### src/sram_pkg.sv
package sram_pkg;

    // Bus clock, fixed for the whole peripheral
    localparam int WB_CLOCK_MHZ = 64;

    // Clock period rounded down to whole nanoseconds
    localparam int CLOCK_NS = 1000 / WB_CLOCK_MHZ;

    // Chip access times in ns, AS6C1008-55 class part
    // OE held until data valid, max of tAA, tOE and tOLZ
    localparam int READ_SETUP_COUNT = (55 + CLOCK_NS - 1) / CLOCK_NS;
    // Output back to high impedance after OE falls
    localparam int READ_HOLD_COUNT = (20 + CLOCK_NS - 1) / CLOCK_NS;
    // Minimum WE pulse width
    localparam int WRITE_HOLD_COUNT = (45 + CLOCK_NS - 1) / CLOCK_NS;

    // Wide enough for the longest of the three phases
    localparam int MAX_PHASE_COUNT =
        (READ_SETUP_COUNT > READ_HOLD_COUNT) ?
            ((READ_SETUP_COUNT > WRITE_HOLD_COUNT) ? READ_SETUP_COUNT : WRITE_HOLD_COUNT) :
            ((READ_HOLD_COUNT > WRITE_HOLD_COUNT) ? READ_HOLD_COUNT : WRITE_HOLD_COUNT);
    localparam int COUNT_WIDTH = $clog2(MAX_PHASE_COUNT + 1);

    // Bus and chip widths
    localparam int BUS_ADDR_WIDTH = 18;
    localparam int RAM_ADDR_WIDTH = 17;
    localparam int DATA_WIDTH = 8;
    localparam int REG_ADDR_WIDTH = 2;

    // Controller states, bits are ack, WE, OE, stall
    typedef enum logic [3:0] {
        READY   = 4'b0000,
        READING = 4'b0011,
        HIGHZ   = 4'b0001,
        WRITING = 4'b0101,
        DONE    = 4'b1000
    } sram_state_e;

    // Owner of the outstanding request
    typedef enum logic {
        TARGET_SRAM = 1'b0,
        TARGET_REGS = 1'b1
    } target_e;

    // Register window offsets
    typedef enum logic [1:0] {
        REG_SCRATCH     = 2'd0,
        REG_READ_COUNT  = 2'd1,
        REG_WRITE_COUNT = 2'd2
    } reg_offset_e;

endpackage
### src/sram_subsystem.sv
module sram_subsystem (
    input  logic                               wb_clock_i,
    input  logic                               wb_reset_i,

    // Wishbone B4 pipelined slave
    input  logic [sram_pkg::BUS_ADDR_WIDTH-1:0] wb_addr_i,
    input  logic [sram_pkg::DATA_WIDTH-1:0]     wb_data_i,
    input  logic                               wb_we_i,
    input  logic                               wb_cycle_i,
    input  logic                               wb_strobe_i,
    output logic                               wb_stall_o,
    output logic                               wb_ack_o,
    output logic [sram_pkg::DATA_WIDTH-1:0]     wb_data_o,

    // 128K x 8 asynchronous SRAM
    output logic [sram_pkg::RAM_ADDR_WIDTH-1:0] sram_addr_o,
    input  logic [sram_pkg::DATA_WIDTH-1:0]     sram_data_i,
    output logic [sram_pkg::DATA_WIDTH-1:0]     sram_data_o,
    output logic                               sram_data_oe_o,
    output logic                               sram_oe_o,
    output logic                               sram_we_o
);
    import sram_pkg::*;

    // Decoder to targets
    logic    sram_strobe;
    logic    regs_strobe;
    target_e owner;

    // Targets to responder
    logic                  sram_ack;
    logic [DATA_WIDTH-1:0] sram_rdata;
    logic                  regs_ack;
    logic [DATA_WIDTH-1:0] regs_rdata;

    wb_decoder u_decoder (
        .wb_clock_i    (wb_clock_i),
        .wb_reset_i    (wb_reset_i),
        .wb_addr_i     (wb_addr_i),
        .wb_cycle_i    (wb_cycle_i),
        .wb_strobe_i   (wb_strobe_i),
        .wb_ack_i      (wb_ack_o),
        .wb_stall_o    (wb_stall_o),
        .sram_strobe_o (sram_strobe),
        .regs_strobe_o (regs_strobe),
        .owner_o       (owner)
    );

    // Low 17 address bits index the chip
    sram_ctrl u_sram_ctrl (
        .wb_clock_i     (wb_clock_i),
        .wb_reset_i     (wb_reset_i),
        .wb_addr_i      (wb_addr_i[RAM_ADDR_WIDTH-1:0]),
        .wb_data_i      (wb_data_i),
        .wb_we_i        (wb_we_i),
        .strobe_i       (sram_strobe),
        .ack_o          (sram_ack),
        .data_o         (sram_rdata),
        .sram_oe_o      (sram_oe_o),
        .sram_we_o      (sram_we_o),
        .sram_addr_o    (sram_addr_o),
        .sram_data_i    (sram_data_i),
        .sram_data_o    (sram_data_o),
        .sram_data_oe_o (sram_data_oe_o)
    );

    // Low 2 address bits select the register
    sram_regs u_sram_regs (
        .wb_clock_i    (wb_clock_i),
        .wb_reset_i    (wb_reset_i),
        .reg_addr_i    (wb_addr_i[REG_ADDR_WIDTH-1:0]),
        .wb_data_i     (wb_data_i),
        .wb_we_i       (wb_we_i),
        .strobe_i      (regs_strobe),
        .sram_strobe_i (sram_strobe),
        .ack_o         (regs_ack),
        .data_o        (regs_rdata)
    );

    wb_responder u_responder (
        .wb_clock_i  (wb_clock_i),
        .wb_reset_i  (wb_reset_i),
        .owner_i     (owner),
        .sram_ack_i  (sram_ack),
        .sram_data_i (sram_rdata),
        .regs_ack_i  (regs_ack),
        .regs_data_i (regs_rdata),
        .wb_ack_o    (wb_ack_o),
        .wb_data_o   (wb_data_o)
    );

endmodule

### src/wb_responder.sv
module wb_responder (
    input  logic                           wb_clock_i,
    input  logic                           wb_reset_i,
    input  sram_pkg::target_e              owner_i,
    input  logic                           sram_ack_i,
    input  logic [sram_pkg::DATA_WIDTH-1:0] sram_data_i,
    input  logic                           regs_ack_i,
    input  logic [sram_pkg::DATA_WIDTH-1:0] regs_data_i,
    output logic                           wb_ack_o,
    output logic [sram_pkg::DATA_WIDTH-1:0] wb_data_o
);
    import sram_pkg::*;

    logic                  ack_sel;
    logic [DATA_WIDTH-1:0] data_sel;

    // Follow whichever target owns the request
    assign ack_sel  = (owner_i == TARGET_SRAM) ? sram_ack_i : regs_ack_i;
    assign data_sel = (owner_i == TARGET_SRAM) ? sram_data_i : regs_data_i;

    // Bus ack, one clock wide
    always_ff @(posedge wb_clock_i) begin
        if (wb_reset_i) begin
            wb_ack_o <= 1'b0;
        end else begin
            wb_ack_o <= ack_sel;
        end
    end

    // Read data held after the ack until the next one
    always_ff @(posedge wb_clock_i) begin
        if (ack_sel) begin
            wb_data_o <= data_sel;
        end
    end

    // Target that does not own the request stays silent
    assert property (@(posedge wb_clock_i) disable iff (wb_reset_i)
        (owner_i == TARGET_SRAM) |-> !regs_ack_i)
        else $error("register ack during an SRAM request");

    assert property (@(posedge wb_clock_i) disable iff (wb_reset_i)
        (owner_i == TARGET_REGS) |-> !sram_ack_i)
        else $error("SRAM ack during a register request");

endmodule

### src/sram_regs.sv
module sram_regs (
    input  logic                               wb_clock_i,
    input  logic                               wb_reset_i,
    input  logic [sram_pkg::REG_ADDR_WIDTH-1:0] reg_addr_i,
    input  logic [sram_pkg::DATA_WIDTH-1:0]     wb_data_i,
    input  logic                               wb_we_i,
    input  logic                               strobe_i,
    input  logic                               sram_strobe_i,
    output logic                               ack_o,
    output logic [sram_pkg::DATA_WIDTH-1:0]     data_o
);
    import sram_pkg::*;

    reg_offset_e           offset;
    logic [DATA_WIDTH-1:0] scratch_q;
    logic [DATA_WIDTH-1:0] read_count_q;
    logic [DATA_WIDTH-1:0] write_count_q;
    logic [DATA_WIDTH-1:0] read_value;

    assign offset = reg_offset_e'(reg_addr_i);

    // Register readback mux, unused offset reads zero
    always_comb begin
        case (offset)
            REG_SCRATCH:     read_value = scratch_q;
            REG_READ_COUNT:  read_value = read_count_q;
            REG_WRITE_COUNT: read_value = write_count_q;
            default:         read_value = '0;
        endcase
    end

    // Scratch byte, only writable location
    always_ff @(posedge wb_clock_i) begin
        if (wb_reset_i) begin
            scratch_q <= '0;
        end else if (strobe_i && wb_we_i && offset == REG_SCRATCH) begin
            scratch_q <= wb_data_i;
        end
    end

    // SRAM traffic counters, wrap at 256
    // Direction taken from WE of the accepted SRAM request
    always_ff @(posedge wb_clock_i) begin
        if (wb_reset_i) begin
            read_count_q  <= '0;
            write_count_q <= '0;
        end else if (sram_strobe_i) begin
            if (wb_we_i) begin
                write_count_q <= write_count_q + 1'b1;
            end else begin
                read_count_q <= read_count_q + 1'b1;
            end
        end
    end

    // Ack one clock after the strobe
    always_ff @(posedge wb_clock_i) begin
        if (wb_reset_i) begin
            ack_o <= 1'b0;
        end else begin
            ack_o <= strobe_i;
        end
    end

    // Read data captured with the strobe
    always_ff @(posedge wb_clock_i) begin
        if (strobe_i) begin
            data_o <= read_value;
        end
    end

endmodule

### src/sram_ctrl.sv
module sram_ctrl (
    input  logic                               wb_clock_i,
    input  logic                               wb_reset_i,
    input  logic [sram_pkg::RAM_ADDR_WIDTH-1:0] wb_addr_i,
    input  logic [sram_pkg::DATA_WIDTH-1:0]     wb_data_i,
    input  logic                               wb_we_i,
    input  logic                               strobe_i,
    output logic                               ack_o,
    output logic [sram_pkg::DATA_WIDTH-1:0]     data_o,

    // Asynchronous SRAM pins
    output logic                               sram_oe_o,
    output logic                               sram_we_o,
    output logic [sram_pkg::RAM_ADDR_WIDTH-1:0] sram_addr_o,
    input  logic [sram_pkg::DATA_WIDTH-1:0]     sram_data_i,
    output logic [sram_pkg::DATA_WIDTH-1:0]     sram_data_o,
    output logic                               sram_data_oe_o
);
    import sram_pkg::*;

    // Read cycle, address and OE rise together
    //   OE high for READ_SETUP_COUNT+1 clocks, data sampled on the last one
    //   Then READ_HOLD_COUNT+1 clocks for the chip to let go of the bus
    //
    // Write cycle, address, WE and data coincident
    //   WE high for WRITE_HOLD_COUNT+1 clocks, setup and hold are zero

    sram_state_e            state_q;
    logic [COUNT_WIDTH-1:0] count_q;

    // Pins and ack decoded straight from the state bits
    assign sram_oe_o      = state_q[1];
    assign sram_we_o      = state_q[2];
    assign ack_o          = state_q[3];
    // Drive the data bus only during the WE pulse
    assign sram_data_oe_o = sram_we_o;

    // Control state
    always_ff @(posedge wb_clock_i) begin
        if (wb_reset_i) begin
            state_q <= READY;
            count_q <= '0;
        end else begin
            case (state_q)
                READY: begin
                    if (strobe_i) begin
                        count_q <= '0;
                        state_q <= wb_we_i ? WRITING : READING;
                    end
                end
                READING: begin
                    // Data valid on the final OE clock
                    if (count_q == COUNT_WIDTH'(READ_SETUP_COUNT)) begin
                        count_q <= '0;
                        state_q <= HIGHZ;
                    end else begin
                        count_q <= count_q + 1'b1;
                    end
                end
                HIGHZ: begin
                    // Keep the chip idle until its outputs float
                    if (count_q == COUNT_WIDTH'(READ_HOLD_COUNT)) begin
                        count_q <= '0;
                        state_q <= DONE;
                    end else begin
                        count_q <= count_q + 1'b1;
                    end
                end
                WRITING: begin
                    // Chip writes on the falling edge of WE
                    if (count_q == COUNT_WIDTH'(WRITE_HOLD_COUNT)) begin
                        count_q <= '0;
                        state_q <= DONE;
                    end else begin
                        count_q <= count_q + 1'b1;
                    end
                end
                DONE: begin
                    // Single ack cycle
                    state_q <= READY;
                end
                default: begin
                    state_q <= READY;
                    count_q <= '0;
                end
            endcase
        end
    end

    // Address and write data captured with the request
    always_ff @(posedge wb_clock_i) begin
        if (state_q == READY && strobe_i) begin
            sram_addr_o <= wb_addr_i;
            sram_data_o <= wb_data_i;
        end
    end

    // Read data sampled at the end of READING, held for the responder
    always_ff @(posedge wb_clock_i) begin
        if (state_q == READING && count_q == COUNT_WIDTH'(READ_SETUP_COUNT)) begin
            data_o <= sram_data_i;
        end
    end

    // Chip never sees OE and WE together
    assert property (@(posedge wb_clock_i) disable iff (wb_reset_i)
        !(sram_oe_o && sram_we_o))
        else $error("OE and WE high together");

    // Address held for the whole strobe and one clock after
    assert property (@(posedge wb_clock_i) disable iff (wb_reset_i)
        (sram_oe_o || sram_we_o) |=> $stable(sram_addr_o))
        else $error("SRAM address changed during an access");

    // Decoder only hands over work when idle
    assert property (@(posedge wb_clock_i) disable iff (wb_reset_i)
        strobe_i |-> (state_q == READY))
        else $error("strobe while controller busy");

endmodule

### src/wb_decoder.sv
module wb_decoder (
    input  logic                               wb_clock_i,
    input  logic                               wb_reset_i,
    input  logic [sram_pkg::BUS_ADDR_WIDTH-1:0] wb_addr_i,
    input  logic                               wb_cycle_i,
    input  logic                               wb_strobe_i,
    input  logic                               wb_ack_i,
    output logic                               wb_stall_o,
    output logic                               sram_strobe_o,
    output logic                               regs_strobe_o,
    output sram_pkg::target_e                  owner_o
);
    import sram_pkg::*;

    logic    busy_q;
    logic    accept;
    target_e target;

    // Top address bit splits SRAM from the register window
    assign target = wb_addr_i[BUS_ADDR_WIDTH-1] ? TARGET_REGS : TARGET_SRAM;

    // Only one request in flight
    assign accept = wb_cycle_i && wb_strobe_i && !busy_q;

    // One-cycle strobe to the addressed target
    assign sram_strobe_o = accept && (target == TARGET_SRAM);
    assign regs_strobe_o = accept && (target == TARGET_REGS);

    // Stall covers the whole outstanding request
    assign wb_stall_o = busy_q;

    always_ff @(posedge wb_clock_i) begin
        if (wb_reset_i) begin
            busy_q  <= 1'b0;
            owner_o <= TARGET_SRAM;
        end else if (accept) begin
            busy_q  <= 1'b1;
            owner_o <= target;
        end else if (wb_ack_i) begin
            // Free again once the bus ack has gone out
            busy_q <= 1'b0;
        end
    end

    // A second request never reaches a target while one is pending
    assert property (@(posedge wb_clock_i) disable iff (wb_reset_i)
        busy_q |-> !(sram_strobe_o || regs_strobe_o))
        else $error("target strobe while a request is outstanding");

    // Bus ack only ever answers an accepted request
    assert property (@(posedge wb_clock_i) disable iff (wb_reset_i)
        wb_ack_i |-> busy_q)
        else $error("bus ack with no request outstanding");

endmodule

### config.mk
export PLATFORM = sky130hd
export DESIGN_NAME = sram_subsystem
export DESIGN_NICKNAME = d
export VERILOG_FILES = /design/src/sram_pkg.sv /design/src/sram_subsystem.sv /design/src/wb_responder.sv /design/src/sram_regs.sv /design/src/sram_ctrl.sv /design/src/wb_decoder.sv
export SDC_FILE = /design/constraint.sdc
export NUM_CORES = 1
export LEC_CHECK = 0
export BUFFER_PORTS_ARGS = -buffer_cell sky130_fd_sc_hd__buf_2
export CORE_AREA = 4 4 94 96
export CTS_CLUSTER_SIZE = 24
export DETAILED_ROUTE_END_ITERATION = 16
export DIE_AREA = 0 0 98 100
export PLACE_DENSITY = 0.64
export SKIP_CTS_REPAIR_TIMING = 1
export SLEW_MARGIN = 25
export SYNTH_ARGS = -nofsm -noshare
export SYNTH_HDL_FRONTEND = slang
export SYNTH_SLANG_ARGS = --single-unit
### constraint.sdc
create_clock -name wb_clock_i -period 4.3 [get_ports wb_clock_i]
set_input_delay 0.645 -clock wb_clock_i [delete_from_list [all_inputs] [get_ports wb_clock_i]]
set_output_delay 0.645 -clock wb_clock_i [all_outputs]
set_load 0.005 [all_outputs]
==> out/results.ini <==
[logic_synthesis]
multiplexer_share_of_the_synthesized_area=0.0626
post_synth_fa_ha_maj_area_fraction=0.0255
avgSynthCellArea_um2=12.0
synth_edf_count=49
dominantRegCellSynth=sky130_fd_sc_hd__edfxtp_1
yosysSeqAreaShare=0.632
netlist_area_pre_place_mm2=0.00344
post_synth_and_or_nand_nor_area_fraction=0.147
synthCells=286
synthArstFlopShare=0
yosys.area_share.xor_xnor=0
ys_ff_latch=84
synthDistinctLibCells=36
dominant_combinational_cell_family_by_area_after_synthesis=simple AND/OR/NAND/NOR gates
yosysWarningCount=0
synth_fp_nets=332
complex_gate_fraction_of_the_synthesized_area=0.100

[sta]
tmin_final_ps=2090
setup_slack_ps=2210
timing.final.max_slew_violations=0
achievable-frequency_ghz=0.478
period_utilisation_layout=0.487
rsz0062_at_grt=no
timing.setup.tns_ps=0
worst_pin_slew_ps=738
timing.clock.skew_ps=9.52
timing.max_slew.rel_slack=0.506
setup_violations=0
report.final.hold_viol_count=0

[routing]
remaining_drc_errors=0
wire_length_per_cell_after_detailed_routing_um=14.9
drtAntennaViolNets=0
drt_iter0_markers=117
via_count=2475
drt_pass1_iterations=5
via_per_inst=5.29
postRouteWirelength_um=6990

[pwr]
power.switching_fraction=0.233
combinational_share_of_power=0.061
cellInternalPower_w=0.00119
power_frac_clock=0.369
power_per_cell_area_mw_per_mm2=378
post-layout-total-power_w=0.00155
power.leakage_nw=1.47
seq_power_share=0.570
power.switching_w=0.000360
power.ir.vdd_worst_mv=0.138

[place]
placedCellCount=452
place_worst_setup_slack_ps=1830
place.detailed.hpwl_um=5100
gp_routability_congestion=0.779
io_buffers=76

[cells_and_area]
final_layout_size_suffix_gt1_frac=0.306
areaGrowthSynthToFinish_pct=19.2
number_of_nets_at_the_end_of_the_flow=404
number_of_non_filler_instances_in_the_completed_layout=468
n_antenna_cell=0
post-route-util=0.509

[flow_run]
max-cap-violations=0

[floorplan]
initial_core_util=0.427
die_area_mm2=0.00980
floorplan.rows=33
ios=77
dieHeight_um=100
core-area_mm2=0.00805
die_width_um=98

[worst_setup_path]
worst_setup_path_end_kind=flop
critical_path_peak_fanout=25
worstSetupPathType=in2reg
worst_ep_required_time_ps=4290
cp_data_arrival_time_ps=2080
worstSetupStartpointType=primary input

[cts]
clock-root-buffer=sky130_fd_sc_hd__clkbuf_8
cts_htree_levels=3
tritoncts=yes
worst_setup_hold_path_clk_slew_ps=90
clkSinkCount=84
worstSkewPairLatency_ps=360
numCtsBuffers=9
cts-root-to-sink-buffers=2

[global_routing]
initial_antenna_violation_count=0
overall_track_demand_over_capacity_in_global_routing=0.141
first_global_vias=2303
grt_start_max_net_pins=40
first_pass_grt_wire_length_um=11000
grt.overflow.total=0

[min_path]
holdCritPathClass=in2reg

[outcome]
run_status=completed

-- kinds of logic after synthesis --
logic type               Yosys count
multiplexers                      20
buffers and inverters             28
flip-flops                        84
AO/OA/AOI/OAI                     61
adder cells (fa/ha/maj)            7
AND/OR/NAND/NOR                   86
-- synth_stat cells (2+ instances only) --
| library cell | n | area share |
|---|---|---|
| sky130_fd_sc_hd__nor4bb_1 | 2 | 0.0058 |
| sky130_fd_sc_hd__a21oi_1 | 25 | 0.036 |
| sky130_fd_sc_hd__edfxtp_1 | 49 | 0.43 |
| sky130_fd_sc_hd__nor3b_2 | 2 | 0.0073 |
| sky130_fd_sc_hd__clkbuf_1 | 12 | 0.013 |
| sky130_fd_sc_hd__mux2i_1 | 8 | 0.023 |
| sky130_fd_sc_hd__buf_2 | 3 | 0.0044 |
| sky130_fd_sc_hd__nor3_1 | 2 | 0.0029 |
| sky130_fd_sc_hd__nor4_1 | 4 | 0.0073 |
| sky130_fd_sc_hd__nand3b_1 | 2 | 0.0044 |
| sky130_fd_sc_hd__or3b_2 | 2 | 0.0051 |
| sky130_fd_sc_hd__dfxtp_1 | 35 | 0.20 |
| sky130_fd_sc_hd__or4_1 | 8 | 0.017 |
| sky130_fd_sc_hd__and2_1 | 2 | 0.0036 |
| sky130_fd_sc_hd__mux2_2 | 12 | 0.039 |
| sky130_fd_sc_hd__o31ai_1 | 8 | 0.017 |
| sky130_fd_sc_hd__nor2b_1 | 6 | 0.011 |
| sky130_fd_sc_hd__o221ai_1 | 2 | 0.0051 |
| sky130_fd_sc_hd__o21ai_0 | 22 | 0.032 |
| sky130_fd_sc_hd__nand2_1 | 13 | 0.014 |
| sky130_fd_sc_hd__or3_1 | 4 | 0.0073 |
| sky130_fd_sc_hd__inv_1 | 11 | 0.012 |
| sky130_fd_sc_hd__nor2_1 | 8 | 0.0087 |
| sky130_fd_sc_hd__nand4_1 | 4 | 0.0073 |
| sky130_fd_sc_hd__nand2b_1 | 3 | 0.0055 |
| sky130_fd_sc_hd__nand3_1 | 21 | 0.031 |
| sky130_fd_sc_hd__ha_1 | 7 | 0.025 |
-- area by class of cell --
class / count / area (µm²)
inverters: 12 / 45.0
repair buffers: 77 / 388
well taps: 105 / 131
fillers: 765 / 3960
clock buffers: 9 / 124
clock inverters: 7 / 82.6
multi-input cells: 174 / 1150
flip-flops and latches: 84 / 2170
-- worst max-delay path, cell delays in order --
cell,delay [ps]
sky130_fd_sc_hd__buf_2,110
sky130_fd_sc_hd__nor4bb_1,640
sky130_fd_sc_hd__and2_2,660
-- metal layers --
metal / vias to the layer above / routed length, µm / GRT usage
met5: - / 0 / 0
met4: 0 / 120 / 0.0682
met3: 9 / 342 / 0.0306
met2: 71 / 3390 / 0.225
met1: 1174 / 3140 / 0.184
li1: 1221 / - / -
-- metrics by stage --
stage | hold slack, ps | instance area [µm²]
2_1_floorplan | 453 | 3440
3_3_place_gp | 470 | 3890
3_5_place_dp | 472 | 3890
4_1_cts | 434 | 4100
5_1_grt | 438 | 4100
6_report | 456 | 4100
-- flip-flops by register name, indices dropped and copies added, names as in the netlist --
name                       flops
u_sram_regs.write_count_q      8
u_responder.wb_data_o          8
u_sram_ctrl.data_o             8
u_sram_ctrl.sram_addr_o       17
u_sram_ctrl.state_q            4
u_sram_regs.scratch_q          8
u_decoder.owner_o              1
u_sram_ctrl.sram_data_o        8
u_decoder.wb_stall_o           1
u_responder.wb_ack_o           1
u_sram_regs.ack_o              1
u_sram_regs.read_count_q       8
u_sram_regs.data_o             8
u_sram_ctrl.count_q            3
-- worst paths after layout --
path                                          startpoint                          to  slack [ps]  depth (start not counted)
worst max-delay path                         wb_strobe_i  u_sram_ctrl.sram_addr_o[3]        2210                          3
worst min-delay path                      sram_data_i[3]       u_sram_ctrl.data_o[3]         460                          1
worst max register to register      u_decoder.wb_stall_o  u_sram_ctrl.sram_addr_o[3]        2260                          2
worst min register to register  u_sram_regs.scratch_q[3]    u_sram_regs.scratch_q[3]         480                          2
-- power groups by stage --
stage                     Combinational (W)  Sequential, W  Clock, W
after floorplan                   0.0000544       0.000897         0
after global placement            0.0000931       0.000899         0
after detailed placement          0.0000958       0.000900         0
after CTS                         0.0000962       0.000881  0.000591
after global routing               0.000105       0.000884  0.000625
final                             0.0000950       0.000881  0.000571
-- placed cells by master (no fill, tap or decap), types with 6 or more instances in the layout --
cell                       count
sky130_fd_sc_hd__a21oi_1      25
sky130_fd_sc_hd__inv_1        11
sky130_fd_sc_hd__nand2_1      13
sky130_fd_sc_hd__o31ai_1       8
sky130_fd_sc_hd__o21ai_0      22
sky130_fd_sc_hd__mux2i_1       8
sky130_fd_sc_hd__nor2_1        8
sky130_fd_sc_hd__mux2_2       12
sky130_fd_sc_hd__edfxtp_1     49
sky130_fd_sc_hd__nor2b_1       6
sky130_fd_sc_hd__nand3_1      21
sky130_fd_sc_hd__ha_1          7
sky130_fd_sc_hd__or4_1         8
sky130_fd_sc_hd__clkbuf_8      9
sky130_fd_sc_hd__dfxtp_1      35
sky130_fd_sc_hd__buf_2        76
No activity file was read; power rests on OpenSTA's default activity.
